**src/ahb_pkg.sv**
```systemverilog
// ====================
// AHB-Lite shared definitions
// Transfer types, response codes, data width
// ====================

`default_nettype none

package ahb_pkg;

  // ====================
  // Bus widths
  // ====================

  // Every transfer is one 32-bit word
  parameter int data_width = 32;

  // ====================
  // Transfer type
  // ====================

  // Encoding as on the htrans bus
  typedef enum logic [1:0] {
    // No transfer wanted
    IDLE   = 2'b00,
    // Master inserts a gap inside a burst
    BUSY   = 2'b01,
    // First beat or single transfer
    NONSEQ = 2'b10,
    // Following beat of a burst
    SEQ    = 2'b11
  } htrans_type;

  // ====================
  // Slave response
  // ====================

  // AHB-Lite has OKAY and ERROR only
  typedef enum logic {
    OKAY  = 1'b0,
    ERROR = 1'b1
  } hresp_type;

endpackage

`default_nettype wire

```
**src/ahb_decoder.sv**
```systemverilog
// ====================
// AHB-Lite address decoder
// Inclusive range compare per slave, default-slave select
// ====================

`default_nettype none
`timescale 1ns/10ps

module ahb_decoder #(
  parameter int addr_width = 32,
  parameter int slave_num = 2,
  parameter logic [slave_num-1:0][addr_width-1:0] low_addr = '0,
  parameter logic [slave_num-1:0][addr_width-1:0] high_addr = '0
) (
  input  logic [addr_width-1:0] haddr,
  input  ahb_pkg::htrans_type   htrans,
  output logic [slave_num-1:0]  hreq,
  output logic                  default_slv_sel
);

  // ====================
  // Region match
  // ====================

  // One bit per slave, set when haddr falls inside its region
  logic [slave_num-1:0] region_hit;
  // Only NONSEQ and SEQ carry a real transfer
  logic                 active;

  assign active = (htrans == ahb_pkg::NONSEQ) || (htrans == ahb_pkg::SEQ);

  // Both bounds inclusive, full address compared
  always_comb begin
    for (int i = 0; i < slave_num; i++) begin
      region_hit[i] = (haddr >= low_addr[i]) && (haddr <= high_addr[i]);
    end
  end

  // ====================
  // Requests
  // ====================

  // IDLE and BUSY select nobody
  assign hreq = active ? region_hit : '0;

  // Active transfer outside every region goes to the default slave
  assign default_slv_sel = active && !(|region_hit);

endmodule

`default_nettype wire

```
**config.mk**
```make
export PLATFORM = sky130hd
export DESIGN_NAME = ahb_decoder
export DESIGN_NICKNAME = d
export VERILOG_FILES = /design/src/ahb_pkg.sv /design/src/ahb_decoder.sv
export SDC_FILE = /design/constraint.sdc
export NUM_CORES = 1
export LEC_CHECK = 0
export ABC_AREA = 1
export BUFFER_PORTS_ARGS = -buffer_cell sky130_fd_sc_hd__buf_2
export CAP_MARGIN = 20
export CORE_AREA = 2 2 39 41
export DETAILED_ROUTE_END_ITERATION = 6
export DIE_AREA = 0 0 41 43
export PLACE_DENSITY = 0.58
export SYNTH_ARGS = -nofsm -noshare
export SYNTH_HDL_FRONTEND = slang
export SYNTH_SLANG_ARGS = --single-unit
```
**constraint.sdc**
```tcl
create_clock -name vclk -period 1.1
set_clock_uncertainty 0.2 [all_clocks]
set_input_delay 0.165 -clock vclk [all_inputs]
set_output_delay 0.165 -clock vclk [all_outputs]
set_load 0.005 [all_outputs]
```
==> results_dict.tcl <==
set metrics [dict create \
    place_hpwl_microns 540 \
    syn_area_sq_um 141 \
    final_antenna_net_count 0 \
    drc 0 \
    ios 37 \
    vias 320 \
    stdcell_count 86 \
    power_uw 128 \
    grt_usage 0.0609 \
    fin_setup_tns_ns -0.489 \
    synth_cells 35 \
    die_area_sq_um 1760 \
    ir_worst_vdd_mv 0.0969 \
    synthXorXnorAreaFrac 0 \
    startpoint_type "input port" \
    diodes 0 \
    seq_area_frac_synth 0 \
    drt_iter0_drc 0 \
    place_area_sq_um 359 \
    wirelength_microns 643 \
    wire_per_inst_microns 7.48 \
    cpMostUsedCell "nand2_1" \
    postLayoutCellArea_sq_um 465 \
    grt_max_degree 3 \
    finalCriticalPeriod_ns 1.28 \
    crit_chain "buf_6 -> nor2_4 -> nand2_1 -> nor2_1 -> nand2_1 -> nor3_2 -> buf_2" \
    synth-compound-area-share 0 \
    yosys.area_share.adder 0 \
    critPathSlowestCell "nor3_2" \
    rsz0062_at_grt "yes" \
    drv_slew 0 \
    leakagePower_uw 0.000223 \
    core_area_sq_um 1380 \
    grt_pass1_vias 256 \
    synthMuxAreaShare 0 \
    violations "setup timing" \
    globalplace.congestion 0.524 \
    cp_top_family "simple AND/OR/NAND/NOR gates" \
    hold_path_class "input port to output port" \
    timing.final.ws_setup_ns -0.178 \
    cap_violations 0 \
    antenna_found_initial 0 \
    nNetsFinal 106 \
    die_width_microns 41 \
    ys_types 5 \
    port-buffer-count 36 \
    maxSlewHeadroom 0.898 \
    initial_core_util 0.102 \
    hold_viol 0 \
    cp-end-kind "output port" \
    die_h_microns 43 \
    slowest_delay_ns 0.20 \
    worst_ep_arrival_time_ns 0.91 \
    syn_area_per_cell_sq_um 4.04 \
    drtPass1Iterations 1 \
    status "finished with violations" \
    yosys.area_share.simple 0.920 \
    regArea_sq_um 0 \
    dp.cells 86 \
    ys_warn_count 0 \
    drive_gt1_frac 0.671 \
    powerDensity_nw_per_um2 274 \
    worst_slew_pin_slew_ns 0.152 \
    crit_required_ns 0.73 \
    n_sequential_cell 0 \
    grt_remaining_overflow 0 \
    final_core_util 0.336 \
    critPathKind "input port to output port" \
    min_period_over_period 1.16 \
    setup_viol 3 \
    syn2layout_area_growth_pct 229 \
    crit_fanout 2 \
    nClkBuffers 0 \
    synth_top_family_by_area "simple AND/OR/NAND/NOR gates" \
    crit_buf_inv 2 \
    std_cell_rows 14 \
    syn_nets 69 \
    grt_first_pass_wirelength_microns 807 \
    avgViaCountPerCell 3.72 \
    fmaxAchievable_mhz 782 \
]
cell type report:
class | instances | area [sq um]
Inverter | 1 | 3.75
Multi-Input combinational cell | 33 | 180
Fill cell | 155 | 918
Timing Repair Buffer | 36 | 262
Tap cell | 16 | 20.0
repair_timing:
action	4_1_cts	5_1_grt
hold buffers	0	0
endpoints found under the hold margin	0	0
resized for setup	5	16
setup endpoints to repair	3	3
buffers inserted	0	0
pin swaps	7	9
metal layers:
metal / wire, microns / track usage / vias to the layer above / part of all wire
met4: 0 / 0 / 0 / 0
met5: 0 / 0 / - / 0
li1: - / - / 174 / -
met2: 338 / 0.138 / 24 / 0.53
met1: 204 / 0.0538 / 122 / 0.32
met3: 99 / 0 / 0 / 0.15
power by group:
part	switching, uW	internal [uW]	leakage [uW]
clock	0	0	0
combinational	40.5	87.0	0.000223
sequential	0	0	0
layout by cell type (no fill, tap or decap), drive strengths merged:
cell,Yosys,layout
inv,1,1
buf,1,36
nor3,1,1
nand2,10,10
nor2,22,22
tightest hold or removal path: cells and delay by family:
| kind | cells | cell delay (ns) |
|---|---|---|
| buffers and inverters | 3 | 0.23 |
| and+or+nand+nor | 1 | 0.08 |
logic make-up (layout without fill, tap and decap cells):
logic type,Yosys count,after routing
and+or+nand+nor,33,33
buffers and inverters,2,37
final timing paths:
path	cells after the start	to	slack, ns	startpoint
max	7	hreq[1]	-0.18	haddr[1]
min	4	default_slv_sel	0.44	htrans[1]
per-stage QoR:
stage | hold WS (ns) | setup slack (ns)
2_1_floorplan | 0.238 | -0.0431
3_3_place_gp | 0.448 | -0.179
3_5_place_dp | 0.454 | -0.192
4_1_cts | 0.455 | -0.170
5_1_grt | 0.468 | -0.282
6_report | 0.445 | -0.178
cell usage after synthesis:
| master | instances | area (sq um) |
|---|---|---|
| buf_4 | 1 | 7.51 |
| nand2_1 | 10 | 37.5 |
| inv_1 | 1 | 3.75 |
| nor2_1 | 22 | 82.6 |
| nor3_2 | 1 | 10.0 |
Power figures use the tool's default switching activity.
