--- src/ahb_pkg.sv ---
// ====================
// AHB-Lite shared definitions
// Transfer types, response codes, data width
// ====================

`default_nettype none

package ahb_pkg;

  // ====================
  // Bus widths
  // ====================

  // Every transfer is one 32-bit word
  parameter int data_width = 32;

  // ====================
  // Transfer type
  // ====================

  // Encoding as on the htrans bus
  typedef enum logic [1:0] {
    // No transfer wanted
    IDLE   = 2'b00,
    // Master inserts a gap inside a burst
    BUSY   = 2'b01,
    // First beat or single transfer
    NONSEQ = 2'b10,
    // Following beat of a burst
    SEQ    = 2'b11
  } htrans_type;

  // ====================
  // Slave response
  // ====================

  // AHB-Lite has OKAY and ERROR only
  typedef enum logic {
    OKAY  = 1'b0,
    ERROR = 1'b1
  } hresp_type;

endpackage

`default_nettype wire

--- src/ahb_resp_mux.sv ---
// ====================
// AHB-Lite response multiplexer
// Data-phase owner tracking, hrdata/hready/hresp select
// ====================

`default_nettype none
`timescale 1ns/10ps

module ahb_resp_mux #(
  parameter int slave_num = 2
) (
  input  logic                                          hclk,
  input  logic                                          rst,
  input  logic [slave_num-1:0]                          hreq,
  input  logic                                          default_slv_sel,
  input  logic [slave_num-1:0][ahb_pkg::data_width-1:0] slv_hrdata,
  input  logic [slave_num-1:0]                          slv_hready,
  input  ahb_pkg::hresp_type [slave_num-1:0]            slv_hresp,
  input  logic                                          def_hready,
  input  ahb_pkg::hresp_type                            def_hresp,
  output logic [ahb_pkg::data_width-1:0]                hrdata,
  output logic                                          hready,
  output ahb_pkg::hresp_type                            hresp
);

  localparam int idx_w = (slave_num > 1) ? $clog2(slave_num) : 1;

  // Encoded address-phase request
  logic [idx_w-1:0] req_idx;
  // Data-phase owner
  logic [idx_w-1:0] own_idx;
  logic             own_slv;
  logic             own_def;

  // hreq is one-hot, so a plain priority scan suffices
  always_comb begin
    req_idx = '0;
    for (int i = 0; i < slave_num; i++) begin
      if (hreq[i]) begin
        req_idx = idx_w'(i);
      end
    end
  end

  // Owner moves only when the current data phase ends
  always_ff @(posedge hclk) begin
    if (rst) begin
      own_slv <= 1'b0;
      own_def <= 1'b0;
      own_idx <= '0;
    end else if (hready) begin
      own_slv <= |hreq;
      own_def <= default_slv_sel;
      own_idx <= req_idx;
    end
  end

  // ====================
  // Return path
  // ====================

  always_comb begin
    if (own_def) begin
      hrdata = '0;
      hready = def_hready;
      hresp  = def_hresp;
    end else if (own_slv) begin
      hrdata = slv_hrdata[own_idx];
      hready = slv_hready[own_idx];
      hresp  = slv_hresp[own_idx];
    end else begin
      // Nobody owns it, zero-wait OKAY
      hrdata = '0;
      hready = 1'b1;
      hresp  = ahb_pkg::OKAY;
    end
  end

endmodule

`default_nettype wire

--- config.mk ---
export PLATFORM = sky130hd
export DESIGN_NAME = ahb_resp_mux
export DESIGN_NICKNAME = d
export VERILOG_FILES = /design/src/ahb_pkg.sv /design/src/ahb_resp_mux.sv
export SDC_FILE = /design/constraint.sdc
export NUM_CORES = 1
export LEC_CHECK = 0
export BUFFER_PORTS_ARGS = -buffer_cell sky130_fd_sc_hd__buf_2
export CAP_MARGIN = 10
export CORE_ASPECT_RATIO = 0.75
export CORE_MARGIN = 10
export CORE_UTILIZATION = 29
export DETAILED_ROUTE_END_ITERATION = 12
export HOLD_SLACK_MARGIN = 0.05
export MAX_ROUTING_LAYER = met4
export PLACE_DENSITY = 0.81
export RECOVER_POWER = 50
export SYNTH_ARGS = -nofsm -noshare
export SYNTH_HDL_FRONTEND = slang
export SYNTH_SLANG_ARGS = --single-unit
--- constraint.sdc ---
create_clock -name hclk -period 1.33 [get_ports hclk]
set_clock_uncertainty 0.1 [all_clocks]
set_input_delay 0.266 -clock hclk [delete_from_list [all_inputs] [get_ports hclk]]
set_output_delay 0.266 -clock hclk [all_outputs]
set_load 0.1 [all_outputs]
==> results of run 1 <==
-- per-stage QoR --
stage / setup WS, ns / utilization, %
3_5_place_dp: -0.1867 / 92.40
3_3_place_gp: -0.1443 / 92.40
2_1_floorplan: -0.2787 / -
-- logic make-up after synthesis --
family                 Yosys count  synth area share [%]
AND/OR/NAND/NOR                 41                 26.17
multiplexers                    33                 47.31
buffers and inverters            9                 8.601
AO/OA/AOI/OAI                    8                 9.320
flip-flops                       3                 8.602
-- synthesized netlist by cell type --
library cell  instances  share of area, %
mux2i_1              33                47
nor2_1               33                18
buf_4                 4               4.3
buf_2                 3               2.1
dfxtp_1               3               8.6
a21oi_1               2               1.4
nor2b_1               2               1.8
o21ai_0               2               1.4
a211oi_4              1               2.9
buf_6                 1               1.6
inv_1                 1              0.54
nand2_1               1              0.54
nand2b_1              1              0.90
nand2b_4              1               2.0
nand3b_1              1               1.1
nor3b_1               1               1.1
o21ba_1               1               1.4
o22ai_1               1              0.90
o2bb2ai_1             1               1.3
or2b_1                1               1.1
==> qor.yml, run 1 <==
htreeDepth: 1
ios: 109
first-error: "[ERROR DPL-0038] Utilization greater than 100%, impossible to legalize"
placed_area_um2: 2116
dp.cells: 238
die_h_um: 62.49
die_x_um: 76.66
yosysSeqAreaShare_pct: 8.602
syn-instance-count: 94
synthesis.area_um2: 698.2
numPortBuffers: 108
cts_made_buffers: 3
cts-root-buf: "clkbuf_4"
place.gp.congestion: 0.7722
hpwl_um: 4174
lastStage: "4_1_cts"
ctsLongestPathBuffers: 2
synth_cell_types: 20
syn-num-nets: 169
yosys_warnings: 0
cts_setup_buffers: 1
placementRows: 15
clock-sinks: 3
start_util_pct: 30.49
synth-seq-cells: 3
status: "stopped before the end"
holdBufCountCts: 0
cts.repair.resized: 50
post_synth.cell_area_avg_um2: 7.427
==> inputs of run 2 (changes only) <==
CORE_AREA = 10 10 71 73   (was default)
CORE_ASPECT_RATIO = default   (was 0.75)
CORE_MARGIN = default   (was 10)
CORE_UTILIZATION = default   (was 29)
DIE_AREA = 0 0 81 83   (was default)
HOLD_SLACK_MARGIN = default   (was 0.05)
MAX_ROUTING_LAYER = default   (was met4)
PLACE_DENSITY = default   (was 0.81)
PLACE_DENSITY_LB_ADDON = 0.15   (was default)
==> qor.yml, run 2 <==
worstSetupPathType: "flip-flop to primary output"
intPower_mw: 0.9256
dieArea_um2: 6723
slew_viol_final: 0
fmaxAchievable_mhz: 584.7
core_um2: 3633
hold_depth: 3
vias: 1088
postSynth.asyncResetShare_pct: 0  # unchanged
synth_flop_cell: "dfxtp_1"  # unchanged
tritoncts: "built"
post_synth.cell_area_avg_um2: 7.427  # unchanged
p_comb_share_pct: 81.4
status: "finished with violations"  # was stopped before the end
grt_max_degree: 19
first_global_vias: 1291
die_x_um: 81  # was 76.66 um
cts_made_buffers: 3  # unchanged
clkTransAtPathRegs_ns: 0.03
p_leak_nw: 0.9435
finalSetupViolations: 36
hold_viol: 0
synth.area.top_cells: "mux2i_1 (47%), nor2_1 (18%), dfxtp_1 (8.6%)"  # unchanged
ant_nets: 0
grt_setup_unrepaired: "yes"
met3_length_um: 439
grtUsageTotal_pct: 10.92
htreeDepth: 1  # unchanged
path_max_fanout: 18
placementRows: 22  # was 15
cts-root-buf: "clkbuf_8"  # was clkbuf_4
hp-class: "primary input to flip-flop"
drt_iter0_markers: 10
grt_first_pass_wirelength_um: 6030
diodes: 0
worstRegToRegCells: 5
yosys_warnings: 0  # unchanged
crit_path_end_kind: "primary output"
p_per_area_nw_per_um2: 875.5
yosysSeqAreaShare_pct: 8.602  # unchanged
syn-num-nets: 169  # unchanged
tightest_slew_ns: 0.2725
relSlewSlack_pct: 81.31
ios: 109  # unchanged
firstDrtPassIters: 3
die_h_um: 83  # was 62.49 um
antenna_found_initial: 0
clock-sinks: 3  # unchanged
p_seq_share_pct: 5.4
yosysTopAreaCellShare_pct: 47.31  # unchanged
p_clk_share_pct: 13.2
switching_power_mw: 1.060
synthesis.area_um2: 698.2  # unchanged
synth-edff-count: 0  # unchanged
m1WireLength_um: 1300
drc: 0
p_sw_share_pct: 53.39
final_cell_mix: "buf_2 (74), buf_12 (38), nor2_4 (32)"
synth.largest_area_cell: "mux2i_1"  # unchanged
failed_checks: "setup timing"
reg_top3: "own_def x1, own_idx x1, own_slv x1"
synth-seq-cells: 3  # unchanged
post_drt_wl_per_cell_um: 15.44
clk_latency_ns: 0.21
numPortBuffers: 108  # unchanged
post-route-min-period_ns: 1.710
fin_util_pct: 62.43
place.gp.congestion: 0.7477  # was 0.7722
finalCritPeriodShare_pct: 128.6
critical_path_required_ns: 0.96
maxCapViolCount: 0
routed_via_density: 4.283
p_total_mw: 1.986
final_common_cell: "buf_2"
area_growth_pct: 224.9
synth_cell_types: 20  # unchanged
ctsLongestPathBuffers: 2  # unchanged
met2_length_um: 2160
highest-signal-layer: "met4"
worstPathArrival_ns: 1.34
vdd.ir_drop.worst_v: 0.0005505
start_util_pct: 19.21  # was 30.49%
synth_common_cells: "mux2i_1 (33), nor2_1 (33), buf_4 (4)"  # unchanged
worst_slack_ns: -0.3803
cts_setup_buffers: 0  # was 1
start_kind: "flip-flop"
routed_wirelength_um: 3922
nets: 282
syn-instance-count: 94  # unchanged
hpwl_um: 3442  # was 4174 um
grt.overflow.total: 0
drive_above_1_share_pct: 84.95
-- run 2: cell counts after synthesis --
No cell type changed its count.
-- run 2: cells by family (layout without fill, tap and decap cells) --
group | Yosys count | count (layout) | share of synthesized area [%]
AO/OA/AOI/OAI | 8 | 8 | 9.320
flip-flops | 3 | 3 | 8.602
buffers and inverters | 9 | 121 | 8.601
AND/OR/NAND/NOR | 41 | 41 | 26.17
multiplexers | 33 | 33 | 47.31
-- run 2: area by class of cell --
class	instances	area (um2)
fillers	296	1365
repair buffers	116	1161
multi-input cells	82	933.4
well taps	48	60.06
flip-flops and latches	3	65.06
clock buffers	4	45.04
inverters	1	3.754
-- run 2: stage by stage --
stage	std cells	hold slack [ns]	setup TNS (ns)	setup WS (ns)	instance area, um2
CTS	254	0.2005	-12.15	-0.3804	2215
global placement	250	0.4109	-3.722	-0.1324	2131
global route	254	0.2090	-13.78	-0.4243	2268
floorplan	94	0.2722	-9.081	-0.2787	1045
detailed placement	250	0.4213	-4.860	-0.1840	2131
finish	254	0.2080	-11.76	-0.3803	2268
-- run 2: repair_timing --
action,CTS,global route
resized for setup,8,13
pin swaps,0,0
endpoints found under the setup margin,37,37
endpoints found under the hold margin,0,0
hold buffers,0,0
-- run 2: power by group through the flow --
stage | clock network [mW] | logic, mW | registers, mW
finish | 0.262 | 1.62 | 0.108
global route | 0.279 | 1.68 | 0.109
CTS | 0.266 | 1.60 | 0.108
detailed placement | 0 | 1.57 | 0.110
global placement | 0 | 1.55 | 0.109
floorplan | 0 | 1.06 | 0.108
-- run 2: worst paths after layout --
path,start,endpoint,slack [ns]
worst max-delay path,own_idx,hrdata[26],-0.38
worst min-delay path,default_slv_sel,own_def,0.21
worst max register to register,own_idx,own_def,-0.01
worst min register to register,own_slv,own_slv,0.60
-- run 2: per-layer routing --
layer  global-route usage (%)  up-vias
li1                         -      543
met1                    10.23      481
met2                    20.24       60
met3                    5.172        4
met4                    2.817        0
met5                        0        -
-- run 2: worst max-delay path, stage by stage, from the launching register on --
cell     delay, ns
dfxtp_4       0.36
buf_12        0.20
mux2i_1       0.32
nor2_4        0.07
buf_12        0.17
(Power assumes the default switching activity.)
==> inputs of run 3 (changes only) <==
SETUP_SLACK_MARGIN = 0.5   (was default)
==> qor.yml, run 3 (synthesized netlist as in run 2, its figures left out) <==
hpwl_um: 3473  # was 3442 um
dp_slack_ns: -0.1659  # was -0.1840 ns
slew_viol_final: 0  # unchanged
diodes: 0  # unchanged
clk_latency_ns: 0.22  # was 0.21 ns
start_kind: "flip-flop"  # unchanged
worstPathArrival_ns: 1.34  # about the same
crit_path_end_kind: "primary output"  # unchanged
drc: 0  # unchanged
routed_wirelength_um: 3947  # was 3922 um
p_sw_share_pct: 53.41  # was 53.39%
first_global_vias: 1208  # was 1,291
vias: 1075  # was 1,088
placementRows: 22  # unchanged
grt_max_degree: 19  # unchanged
finalSetupViolations: 34  # was 36
drt_iter0_markers: 18  # was 10
switching_power_mw: 1.073  # was 1.060 mW
finalCritPeriodShare_pct: 127.9  # was 128.6%
fill_cells: 320  # was 296
htreeDepth: 1  # unchanged
final_common_cell: "buf_2"  # unchanged
area_growth_pct: 228.3  # was 224.9%
routed_via_density: 4.232  # was 4.283
critical_path_required_ns: 0.96  # about the same
worstRegToRegCells: 5  # unchanged
numPortBuffers: 108  # unchanged
grt_setup_unrepaired: "yes"  # unchanged
ctsLongestPathBuffers: 2  # unchanged
relSlewSlack_pct: 82.57  # was 81.31%
worstSetupPathType: "flip-flop to primary output"  # unchanged
clock-sinks: 3  # unchanged
p_comb_share_pct: 81.1  # was 81.4%
dieArea_um2: 6723  # unchanged
p_total_mw: 2.009  # was 1.986 mW
start_util_pct: 19.21  # unchanged
final_cell_mix: "buf_2 (74), buf_12 (38), nor2_4 (32)"  # unchanged
hold_depth: 2  # was 3
intPower_mw: 0.9360  # was 0.9256 mW
failed_checks: "setup timing"  # unchanged
post_drt_wl_per_cell_um: 15.54  # was 15.44 um
core_um2: 3633  # unchanged
vdd.ir_drop.worst_v: 0.0006679  # was 0.0005505 V
hp-class: "primary input to flip-flop"  # unchanged
antenna_found_initial: 0  # unchanged
nets: 282  # unchanged
p_seq_share_pct: 5.4  # about the same
drive_above_1_share_pct: 86.89  # was 84.95%
fmaxAchievable_mhz: 587.8  # was 584.7 MHz
tightest_slew_ns: 0.2542  # was 0.2725 ns
reg_top3: "own_def x1, own_idx x1, own_slv x1"  # unchanged
p_per_area_nw_per_um2: 876.5  # was 875.5 nW/um2
grt.overflow.total: 0  # unchanged
tritoncts: "built"  # unchanged
ant_nets: 0  # unchanged
post-route-min-period_ns: 1.701  # was 1.710 ns
worst_slack_ns: -0.3713  # was -0.3803 ns
fin_util_pct: 63.09  # was 62.43%
p_clk_share_pct: 13.5  # was 13.2%
clkTransAtPathRegs_ns: 0.03  # about the same
p_leak_nw: 0.9480  # was 0.9435 nW
place.gp.congestion: 0.7567  # was 0.7477
die_h_um: 83  # unchanged
cts-root-buf: "clkbuf_8"  # unchanged
grt_first_pass_wirelength_um: 6078  # was 6030 um
placed_area_um2: 2131  # unchanged
ios: 109  # unchanged
firstDrtPassIters: 4  # was 3
grtUsageTotal_pct: 11.27  # was 10.92%
cts_made_buffers: 3  # unchanged
maxCapViolCount: 0  # unchanged
hold_viol: 0  # unchanged
path_max_fanout: 18  # unchanged
die_x_um: 81  # unchanged
status: "finished with violations"  # unchanged
final_area_um2: 2292  # was 2268 um2
-- run 3: power by group through the flow --
| stage | Clock, mW | Combinational (mW) | Sequential [mW] |
|---|---|---|---|
| global placement | 0 | 1.55 | 0.110 |
| floorplan | 0 | 1.06 | 0.108 |
| CTS | 0.268 | 1.63 | 0.109 |
| detailed placement | 0 | 1.57 | 0.111 |
| finish | 0.271 | 1.63 | 0.109 |
| global route | 0.287 | 1.69 | 0.110 |
-- run 3: metrics by stage --
step | hold WS, ns | cells | TNS, ns
floorplan | 0.2735 | 94 | -9.081
global placement | 0.4014 | 250 | -3.991
detailed placement | 0.4113 | 250 | -4.862
CTS | 0.1871 | 254 | -12.13
global route | 0.1998 | 254 | -14.06
finish | 0.1855 | 254 | -11.95
-- run 3: critical path, stage by stage, from the launching register on --
cell,delay (ns)
dfxtp_4,0.37
buf_12,0.19
mux2i_1,0.30
nor2_4,0.07
buf_12,0.17
-- run 3: final cells by class --
class / instances / area, um2 / area share, %
clock buffer: 4 / 45.04 / 1.965
inverter: 1 / 3.754 / 0.1638
multi-input combinational: 82 / 957.2 / 41.76
sequential: 3 / 65.06 / 2.838
tap: 48 / 60.06 / 2.620
timing repair buffer: 116 / 1161 / 50.65
-- run 3: timing repair --
| action | CTS | global route |
|---|---|---|
| setup buffers | 0 | 0 |
| gates resized for setup | 19 | 7 |
| hold endpoints to repair | 0 | 0 |
| pin swaps | 1 | 0 |
| hold buffers | 0 | 0 |
| endpoints found under the setup margin | 37 | 37 |
-- run 3: layer usage --
layer | vias to the layer above | global-route usage, % | wire, um
met4 | 0 | 3.286 | 23
met3 | 2 | 4.310 | 393
met2 | 58 | 20.89 | 2241
met1 | 473 | 11.01 | 1287
met5 | - | 0 | 0
li1 | 542 | - | -
-- run 3: final timing paths --
check | from | to | slack [ns]
worst max-delay path | own_idx | hrdata[6] | -0.37
worst min-delay path | rst | own_def | 0.19
worst max register to register | own_idx | own_def | 0.02
worst min register to register | own_slv | own_slv | 0.61
